### src/hdl/core_cfg_pkg.sv
package core_cfg_pkg;

    // datapath width of operands and results
    localparam int XLEN_DEF = 32;

    // program counter width, fixed for the whole core
    localparam int PC_W = 32;

    // architectural register count
    localparam int REG_NUM_DEF = 16;

    // reorder buffer entries
    // must stay a power of two so pointers wrap on their own
    localparam int ROB_DEPTH_DEF = 8;

endpackage

### src/hdl/alu_op_pkg.sv
package alu_op_pkg;

    localparam int OP_W = 3;

    // operation codes
    localparam logic [OP_W-1:0] OP_ADD = 3'd0;
    localparam logic [OP_W-1:0] OP_SUB = 3'd1;
    localparam logic [OP_W-1:0] OP_AND = 3'd2;
    localparam logic [OP_W-1:0] OP_XOR = 3'd3;
    localparam logic [OP_W-1:0] OP_MUL = 3'd4;

    // class split, everything that is not a multiply goes to the alu
    function automatic logic is_mul_op(input logic [OP_W-1:0] op);
        return (op == OP_MUL);
    endfunction

endpackage

### src/hdl/dispatch_unit.sv
`timescale 1ns/10ps
module dispatch_unit #(
    parameter int XLEN      = 32,
    parameter int REG_NUM   = 16,
    parameter int ROB_DEPTH = 8
) (
    input  logic                          clk_i,
    input  logic                          reset_i,
    input  logic                          in_valid_i,
    input  logic [core_cfg_pkg::PC_W-1:0] in_pc_i,
    input  logic [alu_op_pkg::OP_W-1:0]   in_op_i,
    input  logic [XLEN-1:0]               in_a_i,
    input  logic [XLEN-1:0]               in_b_i,
    input  logic [$clog2(REG_NUM)-1:0]    in_dst_i,
    input  logic                          in_dst_valid_i,
    input  logic                          credit_return_i,
    output logic                          in_ready_o,
    output logic                          dp_valid_o,
    output logic [$clog2(ROB_DEPTH)-1:0]  dp_addr_o,
    output logic [core_cfg_pkg::PC_W-1:0] dp_pc_o,
    output logic [$clog2(REG_NUM)-1:0]    dp_dst_o,
    output logic                          dp_dst_valid_o,
    output logic                          alu_issue_valid_o,
    output logic                          mul_issue_valid_o,
    output logic [$clog2(ROB_DEPTH)-1:0]  issue_tag_o,
    output logic [alu_op_pkg::OP_W-1:0]   issue_op_o,
    output logic [XLEN-1:0]               issue_a_o,
    output logic [XLEN-1:0]               issue_b_o
);

    localparam int TAG_W = $clog2(ROB_DEPTH);
    localparam int CRD_W = $clog2(ROB_DEPTH + 1);

    logic [TAG_W-1:0] tail;
    logic [CRD_W-1:0] credits;
    logic             accept;

    // one credit per free rob entry
    assign in_ready_o = (credits != '0);
    assign accept     = in_valid_i & in_ready_o;

    always_ff @(posedge clk_i) begin
        if (reset_i) begin
            tail    <= '0;
            credits <= CRD_W'(ROB_DEPTH);
        end else begin
            // power of two depth, so the tail wraps by overflow
            if (accept) begin
                tail <= tail + 1'b1;
            end
            if (accept && !credit_return_i) begin
                credits <= credits - 1'b1;
            end else if (!accept && credit_return_i) begin
                credits <= credits + 1'b1;
            end
        end
    end

    // rob allocation, written at the accepting edge
    assign dp_valid_o     = accept;
    assign dp_addr_o      = tail;
    assign dp_pc_o        = in_pc_i;
    assign dp_dst_o       = in_dst_i;
    assign dp_dst_valid_o = in_dst_valid_i;

    // steer by op class, tag is the rob entry
    assign mul_issue_valid_o = accept & alu_op_pkg::is_mul_op(in_op_i);
    assign alu_issue_valid_o = accept & ~alu_op_pkg::is_mul_op(in_op_i);
    assign issue_tag_o       = tail;
    assign issue_op_o        = in_op_i;
    assign issue_a_o         = in_a_i;
    assign issue_b_o         = in_b_i;

endmodule

### src/hdl/int_alu.sv
`timescale 1ns/10ps
module int_alu #(
    parameter int XLEN      = 32,
    parameter int ROB_DEPTH = 8
) (
    input  logic                         clk_i,
    input  logic                         reset_i,
    input  logic                         issue_valid_i,
    input  logic [$clog2(ROB_DEPTH)-1:0] issue_tag_i,
    input  logic [alu_op_pkg::OP_W-1:0]  issue_op_i,
    input  logic [XLEN-1:0]              issue_a_i,
    input  logic [XLEN-1:0]              issue_b_i,
    output logic                         done_valid_o,
    output logic [$clog2(ROB_DEPTH)-1:0] done_tag_o,
    output logic [XLEN-1:0]              done_data_o
);

    logic [XLEN-1:0] result;

    // wraps at xlen bits
    always_comb begin
        case (issue_op_i)
            alu_op_pkg::OP_ADD: result = issue_a_i + issue_b_i;
            alu_op_pkg::OP_SUB: result = issue_a_i - issue_b_i;
            alu_op_pkg::OP_AND: result = issue_a_i & issue_b_i;
            alu_op_pkg::OP_XOR: result = issue_a_i ^ issue_b_i;
            default:            result = '0;
        endcase
    end

    always_ff @(posedge clk_i) begin
        if (reset_i) begin
            done_valid_o <= 1'b0;
        end else begin
            done_valid_o <= issue_valid_i;
        end
    end

    always_ff @(posedge clk_i) begin
        done_tag_o  <= issue_tag_i;
        done_data_o <= result;
    end

endmodule

### src/hdl/mul_unit.sv
`timescale 1ns/10ps
module mul_unit #(
    parameter int XLEN      = 32,
    parameter int ROB_DEPTH = 8
) (
    input  logic                         clk_i,
    input  logic                         reset_i,
    input  logic                         issue_valid_i,
    input  logic [$clog2(ROB_DEPTH)-1:0] issue_tag_i,
    input  logic [XLEN-1:0]              issue_a_i,
    input  logic [XLEN-1:0]              issue_b_i,
    output logic                         done_valid_o,
    output logic [$clog2(ROB_DEPTH)-1:0] done_tag_o,
    output logic [XLEN-1:0]              done_data_o
);

    localparam int TAG_W = $clog2(ROB_DEPTH);

    // stage 1 holds operands, stage 2 the product
    logic             s1_valid;
    logic [TAG_W-1:0] s1_tag;
    logic [XLEN-1:0]  s1_a;
    logic [XLEN-1:0]  s1_b;
    logic             s2_valid;
    logic [TAG_W-1:0] s2_tag;
    logic [XLEN-1:0]  s2_prod;

    always_ff @(posedge clk_i) begin
        if (reset_i) begin
            s1_valid     <= 1'b0;
            s2_valid     <= 1'b0;
            done_valid_o <= 1'b0;
        end else begin
            s1_valid     <= issue_valid_i;
            s2_valid     <= s1_valid;
            done_valid_o <= s2_valid;
        end
    end

    always_ff @(posedge clk_i) begin
        s1_tag      <= issue_tag_i;
        s1_a        <= issue_a_i;
        s1_b        <= issue_b_i;
        s2_tag      <= s1_tag;
        // low half of the product only
        s2_prod     <= s1_a * s1_b;
        done_tag_o  <= s2_tag;
        done_data_o <= s2_prod;
    end

endmodule

### src/hdl/reorder_buffer.sv
`timescale 1ns/10ps
module reorder_buffer #(
    parameter int XLEN      = 32,
    parameter int REG_NUM   = 16,
    parameter int ROB_DEPTH = 8
) (
    input  logic                          clk_i,
    input  logic                          reset_i,
    input  logic                          dp_valid_i,
    input  logic [$clog2(ROB_DEPTH)-1:0]  dp_addr_i,
    input  logic [core_cfg_pkg::PC_W-1:0] dp_pc_i,
    input  logic [$clog2(REG_NUM)-1:0]    dp_dst_i,
    input  logic                          dp_dst_valid_i,
    input  logic                          alu_done_valid_i,
    input  logic [$clog2(ROB_DEPTH)-1:0]  alu_done_tag_i,
    input  logic [XLEN-1:0]               alu_done_data_i,
    input  logic                          mul_done_valid_i,
    input  logic [$clog2(ROB_DEPTH)-1:0]  mul_done_tag_i,
    input  logic [XLEN-1:0]               mul_done_data_i,
    output logic                          commit_valid_o,
    output logic [core_cfg_pkg::PC_W-1:0] commit_pc_o,
    output logic                          commit_we_o,
    output logic [$clog2(REG_NUM)-1:0]    commit_dst_o,
    output logic [XLEN-1:0]               commit_data_o,
    output logic                          credit_return_o
);

    localparam int TAG_W = $clog2(ROB_DEPTH);
    localparam int REG_W = $clog2(REG_NUM);

    // entry state
    logic [ROB_DEPTH-1:0]          valid;
    logic [ROB_DEPTH-1:0]          finish;
    logic [ROB_DEPTH-1:0]          dst_valid;
    logic [core_cfg_pkg::PC_W-1:0] pc_q   [ROB_DEPTH];
    logic [REG_W-1:0]              dst_q  [ROB_DEPTH];
    logic [XLEN-1:0]               data_q [ROB_DEPTH];

    logic [TAG_W-1:0] head;
    logic             commit;

    // head retires once it has been dispatched and has finished
    assign commit = valid[head] & finish[head];

    assign commit_valid_o  = commit;
    assign commit_we_o     = commit & dst_valid[head];
    assign commit_pc_o     = pc_q[head];
    assign commit_dst_o    = dst_q[head];
    assign commit_data_o   = data_q[head];
    assign credit_return_o = commit;

    always_ff @(posedge clk_i) begin
        if (reset_i) begin
            head   <= '0;
            valid  <= '0;
            finish <= '0;
        end else begin
            if (commit) begin
                valid[head]  <= 1'b0;
                finish[head] <= 1'b0;
                head         <= head + 1'b1;
            end
            // credits keep dispatch off the committing entry
            if (dp_valid_i) begin
                valid[dp_addr_i]  <= 1'b1;
                finish[dp_addr_i] <= 1'b0;
            end
            // each unit has its own port, tags never collide
            if (alu_done_valid_i) begin
                finish[alu_done_tag_i] <= 1'b1;
            end
            if (mul_done_valid_i) begin
                finish[mul_done_tag_i] <= 1'b1;
            end
        end
    end

    always_ff @(posedge clk_i) begin
        if (dp_valid_i) begin
            pc_q[dp_addr_i]      <= dp_pc_i;
            dst_q[dp_addr_i]     <= dp_dst_i;
            dst_valid[dp_addr_i] <= dp_dst_valid_i;
        end
        if (alu_done_valid_i) begin
            data_q[alu_done_tag_i] <= alu_done_data_i;
        end
        if (mul_done_valid_i) begin
            data_q[mul_done_tag_i] <= mul_done_data_i;
        end
    end

endmodule

### src/hdl/arch_regfile.sv
`timescale 1ns/10ps
module arch_regfile #(
    parameter int XLEN    = 32,
    parameter int REG_NUM = 16
) (
    input  logic                       clk_i,
    input  logic                       reset_i,
    input  logic                       we_i,
    input  logic [$clog2(REG_NUM)-1:0] waddr_i,
    input  logic [XLEN-1:0]            wdata_i,
    input  logic [$clog2(REG_NUM)-1:0] raddr_i,
    output logic [XLEN-1:0]            rdata_o
);

    logic [XLEN-1:0] regs [REG_NUM];

    // written only by commit
    always_ff @(posedge clk_i) begin
        if (reset_i) begin
            for (int i = 0; i < REG_NUM; i++) begin
                regs[i] <= '0;
            end
        end else if (we_i) begin
            regs[waddr_i] <= wdata_i;
        end
    end

    // async read
    assign rdata_o = regs[raddr_i];

endmodule

### src/hdl/ooo_backend_top.sv
`timescale 1ns/10ps
module ooo_backend_top #(
    parameter int XLEN      = core_cfg_pkg::XLEN_DEF,
    parameter int REG_NUM   = core_cfg_pkg::REG_NUM_DEF,
    parameter int ROB_DEPTH = core_cfg_pkg::ROB_DEPTH_DEF
) (
    input  logic                          clk_i,
    input  logic                          reset_i,
    input  logic                          in_valid_i,
    input  logic [core_cfg_pkg::PC_W-1:0] in_pc_i,
    input  logic [alu_op_pkg::OP_W-1:0]   in_op_i,
    input  logic [XLEN-1:0]               in_a_i,
    input  logic [XLEN-1:0]               in_b_i,
    input  logic [$clog2(REG_NUM)-1:0]    in_dst_i,
    input  logic                          in_dst_valid_i,
    output logic                          in_ready_o,
    output logic                          commit_valid_o,
    output logic [core_cfg_pkg::PC_W-1:0] commit_pc_o,
    output logic                          commit_we_o,
    output logic [$clog2(REG_NUM)-1:0]    commit_dst_o,
    output logic [XLEN-1:0]               commit_data_o,
    input  logic [$clog2(REG_NUM)-1:0]    rd_addr_i,
    output logic [XLEN-1:0]               rd_data_o
);

    localparam int TAG_W = $clog2(ROB_DEPTH);
    localparam int REG_W = $clog2(REG_NUM);

    logic                          credit_return;
    logic                          dp_valid;
    logic [TAG_W-1:0]              dp_addr;
    logic [core_cfg_pkg::PC_W-1:0] dp_pc;
    logic [REG_W-1:0]              dp_dst;
    logic                          dp_dst_valid;
    logic                          alu_issue_valid;
    logic                          mul_issue_valid;
    logic [TAG_W-1:0]              issue_tag;
    logic [alu_op_pkg::OP_W-1:0]   issue_op;
    logic [XLEN-1:0]               issue_a;
    logic [XLEN-1:0]               issue_b;
    logic                          alu_done_valid;
    logic [TAG_W-1:0]              alu_done_tag;
    logic [XLEN-1:0]               alu_done_data;
    logic                          mul_done_valid;
    logic [TAG_W-1:0]              mul_done_tag;
    logic [XLEN-1:0]               mul_done_data;

    dispatch_unit #(
        .XLEN      (XLEN),
        .REG_NUM   (REG_NUM),
        .ROB_DEPTH (ROB_DEPTH)
    ) u_dispatch (
        .clk_i             (clk_i),
        .reset_i           (reset_i),
        .in_valid_i        (in_valid_i),
        .in_pc_i           (in_pc_i),
        .in_op_i           (in_op_i),
        .in_a_i            (in_a_i),
        .in_b_i            (in_b_i),
        .in_dst_i          (in_dst_i),
        .in_dst_valid_i    (in_dst_valid_i),
        .credit_return_i   (credit_return),
        .in_ready_o        (in_ready_o),
        .dp_valid_o        (dp_valid),
        .dp_addr_o         (dp_addr),
        .dp_pc_o           (dp_pc),
        .dp_dst_o          (dp_dst),
        .dp_dst_valid_o    (dp_dst_valid),
        .alu_issue_valid_o (alu_issue_valid),
        .mul_issue_valid_o (mul_issue_valid),
        .issue_tag_o       (issue_tag),
        .issue_op_o        (issue_op),
        .issue_a_o         (issue_a),
        .issue_b_o         (issue_b)
    );

    int_alu #(
        .XLEN      (XLEN),
        .ROB_DEPTH (ROB_DEPTH)
    ) u_alu (
        .clk_i         (clk_i),
        .reset_i       (reset_i),
        .issue_valid_i (alu_issue_valid),
        .issue_tag_i   (issue_tag),
        .issue_op_i    (issue_op),
        .issue_a_i     (issue_a),
        .issue_b_i     (issue_b),
        .done_valid_o  (alu_done_valid),
        .done_tag_o    (alu_done_tag),
        .done_data_o   (alu_done_data)
    );

    mul_unit #(
        .XLEN      (XLEN),
        .ROB_DEPTH (ROB_DEPTH)
    ) u_mul (
        .clk_i         (clk_i),
        .reset_i       (reset_i),
        .issue_valid_i (mul_issue_valid),
        .issue_tag_i   (issue_tag),
        .issue_a_i     (issue_a),
        .issue_b_i     (issue_b),
        .done_valid_o  (mul_done_valid),
        .done_tag_o    (mul_done_tag),
        .done_data_o   (mul_done_data)
    );

    reorder_buffer #(
        .XLEN      (XLEN),
        .REG_NUM   (REG_NUM),
        .ROB_DEPTH (ROB_DEPTH)
    ) u_rob (
        .clk_i            (clk_i),
        .reset_i          (reset_i),
        .dp_valid_i       (dp_valid),
        .dp_addr_i        (dp_addr),
        .dp_pc_i          (dp_pc),
        .dp_dst_i         (dp_dst),
        .dp_dst_valid_i   (dp_dst_valid),
        .alu_done_valid_i (alu_done_valid),
        .alu_done_tag_i   (alu_done_tag),
        .alu_done_data_i  (alu_done_data),
        .mul_done_valid_i (mul_done_valid),
        .mul_done_tag_i   (mul_done_tag),
        .mul_done_data_i  (mul_done_data),
        .commit_valid_o   (commit_valid_o),
        .commit_pc_o      (commit_pc_o),
        .commit_we_o      (commit_we_o),
        .commit_dst_o     (commit_dst_o),
        .commit_data_o    (commit_data_o),
        .credit_return_o  (credit_return)
    );

    arch_regfile #(
        .XLEN    (XLEN),
        .REG_NUM (REG_NUM)
    ) u_arf (
        .clk_i   (clk_i),
        .reset_i (reset_i),
        .we_i    (commit_we_o),
        .waddr_i (commit_dst_o),
        .wdata_i (commit_data_o),
        .raddr_i (rd_addr_i),
        .rdata_o (rd_data_o)
    );

endmodule

### config.mk
export PLATFORM = sky130hd
export DESIGN_NAME = ooo_backend_top
export DESIGN_NICKNAME = d
export VERILOG_FILES = /design/src/hdl/core_cfg_pkg.sv /design/src/hdl/alu_op_pkg.sv /design/src/hdl/dispatch_unit.sv /design/src/hdl/int_alu.sv /design/src/hdl/mul_unit.sv /design/src/hdl/reorder_buffer.sv /design/src/hdl/arch_regfile.sv /design/src/hdl/ooo_backend_top.sv
export SDC_FILE = /design/constraint.sdc
export NUM_CORES = 2
export LEC_CHECK = 0
export BUFFER_PORTS_ARGS = -buffer_cell sky130_fd_sc_hd__buf_2
export CORE_ASPECT_RATIO = 0.6
export CORE_MARGIN = 3
export CORE_UTILIZATION = 50
export DETAILED_ROUTE_END_ITERATION = 10
export PLACE_DENSITY = 0.67
export SETUP_SLACK_MARGIN = 0.4
export SLEW_MARGIN = 20
export SYNTH_ARGS = -nofsm -noshare
export SYNTH_HDL_FRONTEND = slang
export SYNTH_SLANG_ARGS = --single-unit
### constraint.sdc
create_clock -name clk_i -period 6.3 [get_ports clk_i]
set_input_delay 0.945 -clock clk_i [delete_from_list [all_inputs] [get_ports clk_i]]
set_output_delay 0.945 -clock clk_i [all_outputs]
set_load 0.02 [all_outputs]
==> flow_summary.rst <==
.. list-table::
   :header-rows: 1

   * - Metric
     - Value
   * - Result of the run
     - finished with violations
   * - Violations in the final reports
     - negative setup slack
   * - Placer Congestion
     - 0.932
   * - Post-route worst hold slack
     - roughly 280 ps
   * - Number of placed instances with taps included
     - 7,056
   * - Placed wire-length estimate
     - 130 mm
   * - Max-slew violation count
     - 0
   * - Area of the core
     - 138,000 um^2
   * - Post-route cell area
     - 79,500 um^2
   * - Post-layout worst setup margin
     - -252 ps
   * - Required time worst endpoint
     - slightly below 7000 ps
   * - Total negative setup slack
     - -1330 ps
   * - Cell Rows
     - 105
   * - Fraction of power consumed by the clock network
     - between 10% and 20%
   * - Critical path capture point type
     - flip-flop
   * - Global-route wire length before repair
     - 286 mm
   * - Die X-Extent
     - 489 um
   * - Leakage component of the power
     - 31.2 nW
   * - Final setup viols
     - 9
   * - Ordered list of cells on the worst path
     - and2_4 -> fa_1 -> inv_1 -> fa_1 -> fa_2 -> fa_1 -> inv_1 -> fa_1 -> inv_1 -> fa_1 -> inv_2 -> fa_1 -> fa_1 -> ha_4 -> and4_4 -> and4_1 -> a211o_4 -> a2111o_1 -> a31oi_1 -> xnor2_1
   * - Crit path largest cell delay
     - 560 ps
   * - Class of the tightest hold or removal check
     - reg -> reg
   * - Final setup skew
     - 60.6 ps
   * - Synth warn
     - 0
   * - Final critical path time including I/O delays and setup
     - between 6000 and 7000 ps
   * - Via Count
     - 42,800
   * - TritonCTS sink count
     - 1,266
   * - Clock tree buffer depth
     - 3
   * - Max-Cap Viols
     - 0
   * - Post-synthesis async set-or-reset flop share
     - 0%
   * - Clock tree from TritonCTS
     - yes
   * - DR iter-0 viols
     - 4,871
   * - Number of vias per cell
     - 5.85
   * - Final cell count without fillers
     - 7,312
   * - Commonest non-fill, non-tap cell in the layout
     - sky130_fd_sc_hd__edfxtp_1
   * - Final hold violations
     - 0
   * - Root Driver
     - sky130_fd_sc_hd__clkbuf_16
   * - Number of global-route vias before repair
     - 42,700
   * - Main flop type after synthesis
     - sky130_fd_sc_hd__edfxtp_1
   * - Worst skew pair latency
     - 750 ps
   * - Highest-delay cell along the critical path
     - sky130_fd_sc_hd__fa_1
   * - Proportion of layout cells with a drive suffix above 1
     - 30.3%
   * - Most used cell, CP
     - sky130_fd_sc_hd__fa_1
   * - Number of buffers inserted during clock tree synthesis
     - ~110
   * - Worst Setup Path Type
     - reg -> reg
   * - Nets in the synthesized netlist
     - 5,748
   * - Number of storage elements in the synthesis netlist
     - 1,266
   * - Part of the total power dissipated in sequential elements
     - 20.3%
   * - Max Fanout on Critical Path
     - 6
   * - Worst IR drop on VDD
     - 2560 uV
   * - Layout area overhead
     - 13.8%
   * - Number of remaining DRC errors
     - 0
   * - Clock Pin Slew Worst Setup and Hold Paths
     - 60 ps
   * - Net switching fraction of the power
     - 39.5%
   * - Proportion of power drawn by combinational gates
     - roughly two thirds
   * - Top library cells by usage in the layout, fill and taps aside
     - sky130_fd_sc_hd__edfxtp_1, sky130_fd_sc_hd__nor2_1, sky130_fd_sc_hd__inv_1, sky130_fd_sc_hd__fa_1, sky130_fd_sc_hd__nand2_1
   * - 1st-pass router iterations
     - 5
   * - Grt ovf
     - 0
   * - Netlist Area Pre-Place
     - 69,900 um^2
   * - Vertical extent of the die
     - 296 um
   * - Share of the yosys chip area belonging to registers
     - 51.5%
   * - Initial Util
     - 50.7%
   * - PwrDens
     - 648 nW/um^2
   * - DIE AREA
     - 144,000 um^2
   * - Routed wire per std cell
     - between 20 and 30 um
   * - # IOs
     - roughly 210
   * - # nets final
     - 6,094
   * - Period utilization
     - 104%
   * - Synthesized netlist cell count
     - 5,035
   * - Number of routed nets with antenna violations
     - 0
   * - Number of H-tree branching levels
     - 3
   * - Count of flip-flops with a built-in enable after synthesis
     - 1,064
   * - Achievable clock frequency
     - 153 MHz
   * - Setup crit start kind
     - flip-flop
   * - Quantity of I/O buffers inserted on ports
     - ~210
   * - Internal power
     - between 30 and 40 mW
   * - Worst relative slew slack
     - about a quarter
   * - Final Routed Wirelength
     - between 150 and 200 mm
   * - Hold buffer count at cts
     - 0
   * - Transition time at the pin with the least slew margin
     - 1130 ps
   * - Number of antenna violations at the first check in global routing
     - 17
   * - Arrival time of the worst setup path
     - between 7000 and 8000 ps
   * - Maximum number of pins on one net before global-route repair
     - between 80 and 90
   * - Global Route Usage Sum
     - 26.8%
   * - Post-Synthesis Mean Instance Area
     - 13.9 um^2
   * - Switching Power
     - 20.3 mW
   * - Count of cell types in the netlist
     - 78
   * - Placed cell areas
     - 74,700 um^2
   * - Unrepaired setup endpoints after global routing
     - true
## synth_stat cells, drive strengths merged (12+ instances only)
master  instances  area (um^2)
a31oi          16          100
a21oi          70          354
o21a           15          113
dfxtp         202         4040
o21ai          34          170
fa            410         8210
nand3          12         60.1
xor2           51          447
a211oi         28          223
mux2i          66          661
clkbuf        237          890
a21o           31          233
and2          282         1760
ha            192         2400
inv           460         1730
mux2          295         3320
xnor2          96          841
buf            59          422
edfxtp       1064        32000
nor2b          12         75.1
nor3           21          110
nand2         331         1300
nand2b         29          181
mux4          300         6760
nor2          600         2550
## worst paths after layout
kind	start	endpoint	slack [ps]	depth (start not counted)
setup reg to reg	u_mul.s1_b[2]$_DFF_P_	u_mul.s2_prod[30]$_DFF_P_	-250	20
hold / removal	u_mul.s2_prod[19]$_DFF_P_	u_mul.done_data_o[19]$_DFF_P_	280	0
hold reg to reg	u_mul.s2_prod[19]$_DFF_P_	u_mul.done_data_o[19]$_DFF_P_	280	0
setup / recovery	u_mul.s1_b[2]$_DFF_P_	u_mul.s2_prod[30]$_DFF_P_	-250	20
## sequential cells by signal (all words and copies together), names as in the netlist, named ones only
| signal | flops |
|---|---|
| u_mul.s2_tag | 3 |
| u_rob.valid | 8 |
| u_mul.s2_prod | 32 |
| u_rob.head | 3 |
| u_mul.done_valid_o | 1 |
| u_rob.finish | 8 |
| u_dispatch.credits | 4 |
| u_mul.s1_a | 32 |
| u_mul.s1_b | 32 |
| u_dispatch.dp_addr_o | 3 |
| u_arf.regs | 512 |
| u_mul.done_tag_o | 3 |
| u_rob.pc_q | 256 |
| u_alu.done_data_o | 32 |
| u_mul.done_data_o | 32 |
| u_mul.s1_valid | 1 |
| u_mul.s1_tag | 3 |
| u_rob.dst_valid | 8 |
| u_alu.done_valid_o | 1 |
| u_mul.s2_valid | 1 |
| u_rob.dst_q | 32 |
| u_rob.data_q | 256 |
## stage by stage
step / util (%) / total power [mW] / setup slack [ps]
6_report: 57.8 / 51.5 / -252
5_1_grt: 57.7 / 55.0 / -449
4_1_cts: 57.4 / 49.1 / -193
3_5_place_dp: 54.3 / 37.9 / -464
3_3_place_gp: 54.3 / 37.4 / -380
2_1_floorplan: - / 27.1 / -96.2
## final cells by class
| type | count | area (um^2) |
|---|---|---|
| fillers | 10800 | 58200 |
| flip-flops and latches | 1266 | 36100 |
| inverters | 460 | 1730 |
| well taps | 1819 | 2280 |
| clock inverters | 66 | 699 |
| repair buffers | 526 | 3920 |
| diodes | 11 | 27.5 |
| clock buffers | 151 | 3070 |
| multi-input cells | 3013 | 31700 |
## per-layer routing
metal,share of wire [%],track usage [%],up-vias
li1,-,-,18300
met1,45,43.0,22100
met2,41,37.2,2185
met3,11,6.93,222
met4,1.5,4.46,8
met5,0.026,0,-
## critical path: cells and delay by family (launching register included)
family	cells	cell delay (ps)
fa+ha+maj	9	4300
compound gates	3	970
simple gates	3	490
flops	1	370
buf+inv	4	200
xor+xnor	1	90
## power groups by stage
stage               Clock, mW  Sequential [mW]  Combinational (mW)
finish                   7.10             10.5                34.0
global route             7.54             10.5                37.0
CTS                      7.21             10.4                31.4
detailed placement          0             10.6                27.3
global placement            0             10.6                26.8
floorplan                   0             10.4                16.7
## kinds of logic (layout without fill, tap and decap cells)
kind of cell / after synthesis / in the layout / share of synthesized area, %
fa+ha+maj: 602 / 602 / 15.2
other cells: 0 / 11 / 0
buf+inv: 756 / 1203 / 4.35
simple gates: 1352 / 1352 / 9.36
flops: 1266 / 1266 / 51.5
compound gates: 251 / 251 / 2.38
xor+xnor: 147 / 147 / 1.84
mux: 661 / 661 / 15.4
## timing repair
item | 4_1_cts | 5_1_grt
resized for setup | 119 | 84
pin swaps | 64 | 89
gates cloned | 1 | 0
setup endpoints to repair | 18 | 19
endpoints found under the hold margin | 0 | 0
buffers inserted | 9 | 18
(Power assumes the default switching activity.)
